===== src/hdl/cpu_pkg.sv =====
package cpu_pkg;

    // Architectural word width.
    localparam int XLEN = 32;

    // Number of integer registers.
    localparam int REG_NUM = 32;

    // Data and address word.
    typedef logic [XLEN-1:0] u32_t;

    // Architectural register index.
    typedef logic [$clog2(REG_NUM)-1:0] reg_idx_t;

    // Load access width.
    typedef enum logic [1:0] {
        LD_BYTE = 2'd0,
        LD_HALF = 2'd1,
        LD_WORD = 2'd2
    } ld_size_t;

endpackage


===== src/hdl/mem2_stage.sv =====
`timescale 1ns/1ps

module mem2_stage import cpu_pkg::*; (
    input  logic     clk,
    input  logic     rst_n,

    // Pipeline control.
    input  logic     flush,
    input  logic     next_rdy_in,
    output logic     rdy_in,

    // From the first memory stage.
    input  logic     valid_in,
    input  logic     is_ld,
    input  logic     ld_unsigned,
    input  logic     is_wr_rd,
    input  logic     is_wr_rd_pc_plus4,
    input  ld_size_t ld_size,
    input  u32_t     pc_in,
    input  u32_t     ex_out,
    input  u32_t     mem_rdata,
    input  reg_idx_t rd_in,

    // To writeback.
    output logic     valid,
    output logic     wr_rd,
    output logic     wr_pc_plus4,
    output u32_t     pc,
    output u32_t     result,
    output reg_idx_t rd
);

    logic     valid_r;
    logic     is_ld_r;
    logic     ld_unsigned_r;
    ld_size_t ld_size_r;
    u32_t     ex_out_r;
    u32_t     mem_rdata_r;

    // ~~~~~~~~~~~~~~~~~~~~~~~~~~~~~~~~~~~~~~~~~~~~~~~~~~~~~~~~~~~~~~~~~~~~~~
    // Stage register.
    // ~~~~~~~~~~~~~~~~~~~~~~~~~~~~~~~~~~~~~~~~~~~~~~~~~~~~~~~~~~~~~~~~~~~~~~

    assign rdy_in = flush | ~valid_r | next_rdy_in;

    always_ff @(posedge clk, negedge rst_n) begin
        if (~rst_n) begin
            valid_r <= 1'b0;
        end else if (rdy_in) begin
            // A flush also kills the item arriving on the same edge.
            valid_r <= valid_in & ~flush;
        end
    end

    always_ff @(posedge clk) begin
        if (rdy_in) begin
            is_ld_r       <= is_ld;
            ld_unsigned_r <= ld_unsigned;
            ld_size_r     <= ld_size;
            wr_rd         <= is_wr_rd;
            wr_pc_plus4   <= is_wr_rd_pc_plus4;
            pc            <= pc_in;
            ex_out_r      <= ex_out;
            mem_rdata_r   <= mem_rdata;
            rd            <= rd_in;
        end
    end

    assign valid = valid_r & ~flush;

    // ~~~~~~~~~~~~~~~~~~~~~~~~~~~~~~~~~~~~~~~~~~~~~~~~~~~~~~~~~~~~~~~~~~~~~~
    // Load data extraction.
    // ~~~~~~~~~~~~~~~~~~~~~~~~~~~~~~~~~~~~~~~~~~~~~~~~~~~~~~~~~~~~~~~~~~~~~~

    logic [1:0]  ofs;
    logic [7:0]  ld_byte;
    logic [15:0] ld_half;
    u32_t        ld_data;

    assign ofs = ex_out_r[1:0];

    always_comb begin
        case (ofs)
            2'd0:    ld_byte = mem_rdata_r[7:0];
            2'd1:    ld_byte = mem_rdata_r[15:8];
            2'd2:    ld_byte = mem_rdata_r[23:16];
            default: ld_byte = mem_rdata_r[31:24];
        endcase
    end

    assign ld_half = ofs[1] ? mem_rdata_r[31:16] : mem_rdata_r[15:0];

    always_comb begin
        case (ld_size_r)
            LD_BYTE: ld_data = {{24{~ld_unsigned_r & ld_byte[7]}}, ld_byte};
            LD_HALF: ld_data = {{16{~ld_unsigned_r & ld_half[15]}}, ld_half};
            default: ld_data = mem_rdata_r;
        endcase
    end

    assign result = is_ld_r ? ld_data : ex_out_r;

    // Misaligned half and word loads never reach this stage.
    a_ld_align: assert property (
        @(posedge clk) disable iff (~rst_n)
        valid_r && is_ld_r |->
            (ld_size_r != LD_HALF || ofs[0] == 1'b0) &&
            (ld_size_r != LD_WORD || ofs == 2'd0)
    );

endmodule


===== src/hdl/writeback_stage.sv =====
`timescale 1ns/1ps

module writeback_stage import cpu_pkg::*; (
    input  logic     clk,
    input  logic     rst_n,

    // Pipeline control.
    input  logic     flush,
    input  logic     next_rdy_in,
    output logic     rdy_in,
    output logic     retire,

    // From the second memory stage.
    input  logic     valid_in,
    input  logic     wr_rd_in,
    input  logic     wr_pc_plus4_in,
    input  u32_t     pc_in,
    input  u32_t     result_in,
    input  reg_idx_t rd_in,

    // To the register file.
    output logic     reg_we,
    output reg_idx_t reg_idx,
    output u32_t     reg_data,
    output u32_t     pc
);

    logic valid_r;
    logic wr_rd_r;
    logic wr_pc_plus4_r;
    u32_t result_r;
    logic wb_flush;
    logic wb_stall;

    always_ff @(posedge clk, negedge rst_n) begin
        if (~rst_n) begin
            valid_r <= 1'b0;
        end else if (rdy_in) begin
            valid_r <= valid_in;
        end
    end

    always_ff @(posedge clk) begin
        if (rdy_in) begin
            wr_rd_r       <= wr_rd_in;
            wr_pc_plus4_r <= wr_pc_plus4_in;
            pc            <= pc_in;
            result_r      <= result_in;
            reg_idx       <= rd_in;
        end
    end

    assign wb_flush = flush | ~valid_r;
    assign wb_stall = ~next_rdy_in;

    assign rdy_in = wb_flush | ~wb_stall;
    assign retire = ~wb_flush & ~wb_stall;

    // ~~~~~~~~~~~~~~~~~~~~~~~~~~~~~~~~~~~~~~~~~~~~~~~~~~~~~~~~~~~~~~~~~~~~~~
    // Register write.
    // ~~~~~~~~~~~~~~~~~~~~~~~~~~~~~~~~~~~~~~~~~~~~~~~~~~~~~~~~~~~~~~~~~~~~~~

    assign reg_we   = ~wb_flush & wr_rd_r;
    assign reg_data = wr_pc_plus4_r ? pc + 32'd4 : result_r;

    a_retire_rdy: assert property (
        @(posedge clk) disable iff (~rst_n)
        retire |-> rdy_in
    );

endmodule


===== src/hdl/reg_file.sv =====
`timescale 1ns/1ps

module reg_file import cpu_pkg::*; (
    input  logic     clk,
    input  logic     rst_n,

    // Write port.
    input  logic     we,
    input  reg_idx_t widx,
    input  u32_t     wdata,

    // Read ports.
    input  reg_idx_t ridx_a,
    input  reg_idx_t ridx_b,
    output u32_t     rdata_a,
    output u32_t     rdata_b
);

    u32_t regs [REG_NUM];

    always_ff @(posedge clk, negedge rst_n) begin
        if (~rst_n) begin
            for (int i = 0; i < REG_NUM; i++) begin
                regs[i] <= '0;
            end
        end else if (we && widx != '0) begin
            regs[widx] <= wdata;
        end
    end

    // A same-cycle write is seen one cycle later.
    assign rdata_a = (ridx_a == '0) ? '0 : regs[ridx_a];
    assign rdata_b = (ridx_b == '0) ? '0 : regs[ridx_b];

endmodule


===== src/hdl/commit_trace.sv =====
`timescale 1ns/1ps

module commit_trace import cpu_pkg::*; #(
    parameter int CNT_W = 32
) (
    input  logic             clk,
    input  logic             rst_n,

    // From writeback.
    input  logic             retire,
    input  logic             wen,
    input  reg_idx_t         wdest,
    input  u32_t             wdata,
    input  u32_t             pc_in,

    // Commit record.
    output logic             commit_valid,
    output logic             commit_wen,
    output reg_idx_t         commit_wdest,
    output u32_t             commit_wdata,
    output u32_t             commit_pc,
    output logic [CNT_W-1:0] retired_count
);

    always_ff @(posedge clk, negedge rst_n) begin
        if (~rst_n) begin
            commit_valid  <= 1'b0;
            commit_wen    <= 1'b0;
            retired_count <= '0;
        end else begin
            commit_valid <= retire;
            // Writes to r0 are not architectural.
            commit_wen   <= retire & wen & (wdest != '0);
            if (retire) begin
                retired_count <= retired_count + CNT_W'(1);
            end
        end
    end

    always_ff @(posedge clk) begin
        if (retire) begin
            commit_wdest <= wdest;
            commit_wdata <= wdata;
            commit_pc    <= pc_in;
        end
    end

endmodule


===== src/hdl/backend_top.sv =====
`timescale 1ns/1ps

module backend_top import cpu_pkg::*; #(
    parameter int CNT_W = 32
) (
    input  logic             clk,
    input  logic             rst_n,

    // From the first memory stage.
    input  logic             flush,
    input  logic             valid_in,
    input  logic             is_ld,
    input  logic             ld_unsigned,
    input  logic             is_wr_rd,
    input  logic             is_wr_rd_pc_plus4,
    input  ld_size_t         ld_size,
    input  u32_t             pc_in,
    input  u32_t             ex_out,
    input  u32_t             mem_rdata,
    input  reg_idx_t         rd_in,
    output logic             rdy_in,

    // Trace consumer.
    input  logic             retire_rdy,

    // Register read ports.
    input  reg_idx_t         ridx_a,
    input  reg_idx_t         ridx_b,
    output u32_t             rdata_a,
    output u32_t             rdata_b,

    // Commit record.
    output logic             commit_valid,
    output logic             commit_wen,
    output reg_idx_t         commit_wdest,
    output u32_t             commit_wdata,
    output u32_t             commit_pc,
    output logic [CNT_W-1:0] retired_count
);

    logic     m2_valid;
    logic     m2_wr_rd;
    logic     m2_wr_pc_plus4;
    u32_t     m2_pc;
    u32_t     m2_result;
    reg_idx_t m2_rd;

    logic     wb_rdy_in;
    logic     wb_retire;
    logic     reg_we;
    reg_idx_t reg_idx;
    u32_t     reg_data;
    u32_t     wb_pc;

    mem2_stage u_mem2 (
        .clk               (clk),
        .rst_n             (rst_n),
        .flush             (flush),
        .next_rdy_in       (wb_rdy_in),
        .rdy_in            (rdy_in),
        .valid_in          (valid_in),
        .is_ld             (is_ld),
        .ld_unsigned       (ld_unsigned),
        .is_wr_rd          (is_wr_rd),
        .is_wr_rd_pc_plus4 (is_wr_rd_pc_plus4),
        .ld_size           (ld_size),
        .pc_in             (pc_in),
        .ex_out            (ex_out),
        .mem_rdata         (mem_rdata),
        .rd_in             (rd_in),
        .valid             (m2_valid),
        .wr_rd             (m2_wr_rd),
        .wr_pc_plus4       (m2_wr_pc_plus4),
        .pc                (m2_pc),
        .result            (m2_result),
        .rd                (m2_rd)
    );

    writeback_stage u_wb (
        .clk            (clk),
        .rst_n          (rst_n),
        .flush          (flush),
        .next_rdy_in    (retire_rdy),
        .rdy_in         (wb_rdy_in),
        .retire         (wb_retire),
        .valid_in       (m2_valid),
        .wr_rd_in       (m2_wr_rd),
        .wr_pc_plus4_in (m2_wr_pc_plus4),
        .pc_in          (m2_pc),
        .result_in      (m2_result),
        .rd_in          (m2_rd),
        .reg_we         (reg_we),
        .reg_idx        (reg_idx),
        .reg_data       (reg_data),
        .pc             (wb_pc)
    );

    reg_file u_rf (
        .clk     (clk),
        .rst_n   (rst_n),
        .we      (reg_we),
        .widx    (reg_idx),
        .wdata   (reg_data),
        .ridx_a  (ridx_a),
        .ridx_b  (ridx_b),
        .rdata_a (rdata_a),
        .rdata_b (rdata_b)
    );

    commit_trace #(
        .CNT_W (CNT_W)
    ) u_trace (
        .clk           (clk),
        .rst_n         (rst_n),
        .retire        (wb_retire),
        .wen           (reg_we),
        .wdest         (reg_idx),
        .wdata         (reg_data),
        .pc_in         (wb_pc),
        .commit_valid  (commit_valid),
        .commit_wen    (commit_wen),
        .commit_wdest  (commit_wdest),
        .commit_wdata  (commit_wdata),
        .commit_pc     (commit_pc),
        .retired_count (retired_count)
    );

endmodule


===== config.mk =====
export PLATFORM = sky130hd
export DESIGN_NAME = backend_top
export DESIGN_NICKNAME = d
export VERILOG_FILES = /design/src/hdl/cpu_pkg.sv /design/src/hdl/mem2_stage.sv /design/src/hdl/writeback_stage.sv /design/src/hdl/reg_file.sv /design/src/hdl/commit_trace.sv /design/src/hdl/backend_top.sv
export SDC_FILE = /design/constraint.sdc
export NUM_CORES = 2
export LEC_CHECK = 0
export BUFFER_PORTS_ARGS = -buffer_cell sky130_fd_sc_hd__buf_4
export CORE_MARGIN = 5
export CORE_UTILIZATION = 35
export CTS_CLUSTER_DIAMETER = 150
export CTS_CLUSTER_SIZE = 24
export DETAILED_ROUTE_END_ITERATION = 10
export PLACE_DENSITY = 0.52
export SYNTH_ARGS = -nofsm -noshare
export SYNTH_HDL_FRONTEND = slang
export SYNTH_SLANG_ARGS = --single-unit

===== constraint.sdc =====
create_clock -name clk -period 6.6 [get_ports clk]
set_input_delay 1.32 -clock clk [delete_from_list [all_inputs] [get_ports clk]]
set_output_delay 1.32 -clock clk [all_outputs]
set_load 0.05 [all_outputs]

# Word level (Yosys, flattened, before mapping)
# Index checks and enable logic that the tools add are counted.
# classes
n_addsub	2
multipliers	0
div_mod_pow	0
magnitude_cmp	4
eq_ne	3
shift	0
n_mux	16
n_bitwise	20
reduce_logical	7
# op_table
cell	count
$bwmux W1024	1
$bmux W32 S5	2
$mux W32	9
$demux W32 S5	1
$pmux W32 S2	1
$add A32 B1 Y32 const B	1
$add A32 B3 Y32 const B	1
$pmux W8 S3	1
$ge A6 B6 Y1 const B	3
$not A5 Y6	3
$mux W16	1
$logic_not A5 Y1	2
$and A1 B1 Y1	8
$lt A6 B1 Y1 const B	1
$not A1 Y1	5
$reduce_bool A5 Y1	1
$eq A2 B1 Y1 const B	2
$logic_not A2 Y1	2
$or A1 B1 Y1	4
$eq A2 B2 Y1 const B	1
$logic_and A1 B1 Y1	2
# word_totals
register_bits	1307
latch_bits	0
mem_bits_rw	0
romBits	0
input_bits	122
out_inout_bits	168
elab_cells	106
memories	0

# Longest topological paths before layout
# depth
word_depth	6
depth_mapped	9
ltp_nobuf	6

# Modules after synthesis
# From an unflattened synthesis, not the netlist that was laid out.
# hier_totals
hier_cells	4344
area_unflattened_um2	65362.7
# modules_own_cells
mod	instances	cells_each	area_each_um2	seq_area_each_um2
reg_file	1	3620	54314.6	25624.6
mem2_stage	1	281	4302.9	3238.1
commit_trace	1	198	3565.9	2922.8
writeback_stage	1	245	3179.3	2157.1

# Worst setup path after synthesis
# Ideal clock, no wire load.
# synth_timing
kind	input port to output port
start	input port retire_rdy
end	output port rdy_in
t_arrival_ns	4.853
required_ns	5.280
setup_slack_ns	0.427
stages	2
n_path_buf	0
path_cell_list	nand2b_1 > or2_2
# synth_via
elab_chain_len	2
# synth_lines
element	line	rtl
start, declared	backend_top.sv:24	input logic retire_rdy,
$or A1 B1 Y1	writeback_stage.sv:56	assign rdy_in = wb_flush | ~wb_stall;
$or A1 B1 Y1	mem2_stage.sv:44	assign rdy_in = flush | ~valid_r | next_rdy_in;
end, declared	backend_top.sv:21	output logic rdy_in,
# Every way passes these cells.

# Worst setup path after layout
# layout_timing
start	input port ridx_a[1]
end	output port rdata_a[5]
# layout_via
elab_chain_len	5
elab_cells_between_ends	6
classes_between	mux (4); bitwise (1); reduce/logical (1)
# layout_lines
element	line	rtl
start, declared	backend_top.sv:27	input reg_idx_t ridx_a,
$not A5 Y6 (not written as such)	reg_file.sv:32	assign rdata_a = (ridx_a == '0) ? '0 : regs[ridx_a];
$bmux W32 S5	reg_file.sv:32	
$mux W32 (not written as such) (2 in series)	reg_file.sv:32	
$mux W32 *	reg_file.sv:32	
end, declared	backend_top.sv:29	output u32_t rdata_a,
# Mark *: on every way between the ends. The rest lies on a longest branch, timed or not. The select of a mux whose other input is x is not followed.

==> results.txt <==
- Run status: finished clean
- Summed over all cells, the static leakage comes to 29.3 nW.
* Critical Path End Type: output pin
- Period Utilization, post-route: a little under nine tenths
- GRT overflow: 0
- Antenna violations before repair: 5
* Number of port buffers: ~290
* Top-area cell type share of the netlist area: 41.6%
- Power Dens Cells: 224 nW/µm²
- Via count of the first global-routing pass: 44.5k
* Summed area of non-filler cells in the final layout: 70100 µm²
- Static timing analysis puts the maximum clock frequency at 176 MHz.
- Worst setup skew after layout: 0.0351 ns
- The number of max-slew violations in the final report was 0.
- Area growth from synthesis to layout: 10.0%
* Critical path peak fanout: 67
- Per-instance average area after synthesis: between 10 and 15 µm²
- The number of setup buffers added after CTS is 0.
- Number of vias in the routed layout: around 44k
* Clock buffers created by TritonCTS: 61
- After the first detailed-routing iteration, the DRC count stood at approximately 4.7k.
- In the final routed layout, each cell accounts on average for 28.2 µm.
* Buffer levels on the longest clock path: 3
- Die Area: 191000 µm²
- Required arrival time at the worst endpoint: 5.28 ns
- Maximum capacitance violations: 0
- Post-synthesis async set-or-reset flop share: 81.1%
* Arrival time at the worst endpoint: 4.37 ns
- After the last flow step, the layout net total stands at 5478.
- Worst setup SP type: primary input
- Counting every sink on the clock net gives 1307.
- Area post-placement: 68400 µm²
- The tightest min-delay check is of the reg2reg type.
- Core utilization of the finished layout: 38.8%
- Most common flop cell mapped by yosys: sky130_fd_sc_hd__dfrtp_1
- Setup violations remaining at the end of the flow were counted as 0.
* Routed via count divided by cell count: about 5.7
- Fill count: 17.4k
- The cell sitting at the root of the clock tree is a sky130_fd_sc_hd__clkbuf_16.
* Final critical path time including I/O delays and setup: around 5.7 ns
- Drt pass-1 iters: 5
- Cell types with the highest counts after synthesis: sky130_fd_sc_hd__dfrtp_1 (1060), sky130_fd_sc_hd__nand2_1 (964), sky130_fd_sc_hd__o21ai_0 (802)
- Number of synthesized flops with an enable pin: 247
- Clock-pin slew was measured on the worst setup and hold paths at ~0.10 ns.
- Vert. Die Dim: 437 µm
- The first global-routing pass estimated 320000 µm of wire.
* CTS tree: built
* Area contributors post-synth: sky130_fd_sc_hd__dfrtp_1 (42%), sky130_fd_sc_hd__mux4_2 (18%), sky130_fd_sc_hd__edfxtp_1 (12%)
- Pin count of the biggest net entering global routing: 158
- Synthesized flop and latch total: 1307
- Measured against its own limit, the worst slew margin works out to between 20% and 30%.
* WS Path Type: in2out
- Share of layout cells above drive strength 1: 21.0%
- In the global route stage, overall resource usage came out at a little under a quarter.
- Sequential area share after synthesis: between 50 and 60%
- Syn Std Cell Area: 63800 µm²
- Synthesis produced approximately 5.4k cells.
* Antenna Violating Nets Remaining: 0
- The core region is 181000 µm².
- Setup total negative slack on the finished layout was measured at 0 ns.
* Actual slew at the worst max-slew pin: between 1 and 1.5 ns
- RSZ-0062 raised after global routing: no
* Post-CTS resize count: 0
- The number of hold buffers added after CTS was 0.
- The floorplan step set the die width to between 400 and 500 µm.
* Leading area contributor after synthesis: sky130_fd_sc_hd__dfrtp_1
* Insertion delay of the later-clocked pin in the worst-skew pair: about 0.76 ns
* Endpoints failing hold: 0
- Number of nets produced by synthesis: 5508
- Top-level I/O count: 290
- The floorplan has 156 rows.
- IR analysis of the VDD net gives a maximum drop of 0.219 mV.
- CTS H-Tree Depth: 2
- Once the floorplan was initialized, standard cells occupied approximately a third of the core.
* Routability congestion estimate from global placement: roughly 0.84
- The most common cell in the synthesized netlist is sky130_fd_sc_hd__dfrtp_1.
- In the routed design, unresolved DRC markers number 0.
- Total Wirelength: 219000 µm
- Yosys synthesis warning count: 0
- The synthesized netlist contains 69 unique library cells.
- Summed over all nets, the half-perimeter wirelength after detailed placement is 137000 µm.
-- power breakdown --
part           leakage [nW]  switching, W  internal (W)
combinational          11.3       0.00143      0.000829
sequential             17.2      0.000327       0.00862
clock                 0.823       0.00274       0.00176
-- per-stage QoR --
| step | cells | worst slack, ns | hold slack, ns | power, W |
|---|---|---|---|---|
| global placement | 7661 | 0.953 | 0.377 | 0.0114 |
| detailed placement | 7661 | 0.949 | 0.383 | 0.0114 |
| CTS | 7747 | 0.948 | 0.406 | 0.0159 |
| global route | 7747 | 0.776 | 0.419 | 0.0163 |
| finish | 7750 | 0.912 | 0.404 | 0.0157 |
| floorplan | 5384 | 0.427 | 0.400 | 0.0104 |
-- kinds of logic after synthesis --
group           after synthesis  synth area share, %
simple gates               1437                 9.31
flops                      1307                 53.2
fa+ha+maj                     2               0.0392
buf+inv                     574                 3.75
mux                         729                 21.4
xor+xnor                     44                0.604
compound gates             1291                 11.6
-- path summary, 6_finish.rpt --
path                            startpoint         endpoint  slack, ns  cells after the start
max                              ridx_a[1]       rdata_a[5]       0.91                      9
min                        u_rf.regs[1007]  u_rf.regs[1007]       0.40                      0
max reg2reg                u_wb.reg_idx[0]   u_rf.regs[479]       3.40                      5
min reg2reg                u_rf.regs[1007]  u_rf.regs[1007]       0.40                      0
max in group asynchronous            rst_n   u_rf.regs[946]       4.36                      2
min in group asynchronous            rst_n   u_rf.regs[642]       0.63                      1
-- cells in the final DEF, fill, tap and decap left out, types with 26 or more instances in the layout --
| master | synthesis | final |
|---|---|---|
| sky130_fd_sc_hd__a21o_1 | 26 | 26 |
| sky130_fd_sc_hd__a21oi_1 | 151 | 146 |
| sky130_fd_sc_hd__a221oi_1 | 46 | 46 |
| sky130_fd_sc_hd__a22o_1 | 58 | 58 |
| sky130_fd_sc_hd__a31oi_1 | 38 | 36 |
| sky130_fd_sc_hd__buf_4 | 18 | 404 |
| sky130_fd_sc_hd__clkbuf_16 | 0 | 63 |
| sky130_fd_sc_hd__dfrtp_1 | 1060 | 1060 |
| sky130_fd_sc_hd__edfxtp_1 | 247 | 247 |
| sky130_fd_sc_hd__inv_1 | 51 | 51 |
| sky130_fd_sc_hd__mux2_2 | 32 | 32 |
| sky130_fd_sc_hd__mux2i_1 | 191 | 180 |
| sky130_fd_sc_hd__mux4_2 | 506 | 506 |
| sky130_fd_sc_hd__nand2_1 | 964 | 933 |
| sky130_fd_sc_hd__nand2_2 | 0 | 28 |
| sky130_fd_sc_hd__nand3_1 | 30 | 30 |
| sky130_fd_sc_hd__nor2_1 | 271 | 267 |
| sky130_fd_sc_hd__nor3_1 | 42 | 39 |
| sky130_fd_sc_hd__o21ai_0 | 802 | 802 |
| sky130_fd_sc_hd__o221ai_1 | 51 | 51 |
| sky130_fd_sc_hd__o22ai_1 | 54 | 54 |
| sky130_fd_sc_hd__xnor2_1 | 28 | 28 |
-- state kept, by name (all words and copies together) (netlist names), 32 cells and up --
name	cells
u_trace.commit_pc	32
u_wb.result_r	32
u_trace.commit_wdata	32
u_trace.retired_count	32
u_mem2.ex_out_r	32
u_wb.pc	32
u_mem2.mem_rdata_r	32
u_rf.regs	1024
u_mem2.pc	32
-- cell type report --
cell class / count / area [µm²] / share of cell area (%)
Antenna cell: 3 / 7.51 / 0.0107
Tap cell: 2370 / 2970 / 4.23
Sequential cell: 1307 / 33900 / 48.4
Timing Repair Buffer: 429 / 3490 / 4.98
Inverter: 52 / 195 / 0.278
Multi-Input combinational cell: 3503 / 27800 / 39.7
Clock buffer: 81 / 1640 / 2.34
Clock inverter: 5 / 48.8 / 0.0696
-- worst max-delay path, cell delays in order --
cell and delay, ns:
sky130_fd_sc_hd__buf_8 0.37, sky130_fd_sc_hd__buf_12 0.44, sky130_fd_sc_hd__buf_4 0.41, sky130_fd_sc_hd__mux2i_1 0.12, sky130_fd_sc_hd__a22o_1 0.24, sky130_fd_sc_hd__a221oi_1 0.27
sky130_fd_sc_hd__o22ai_1 0.17, sky130_fd_sc_hd__nor3_1 0.49, sky130_fd_sc_hd__buf_4 0.31
-- metal layers --
layer / GRT usage, % / share of wire, % / vias up
li1: - / - / 19561
met1: 31.7 / 43 / 22918
met2: 36.2 / 47 / 1600
met3: 3.35 / 6.3 / 305
met4: 7.53 / 3.7 / 0
met5: 0 / 0 / -
No activity file was read; power rests on OpenSTA's default activity.
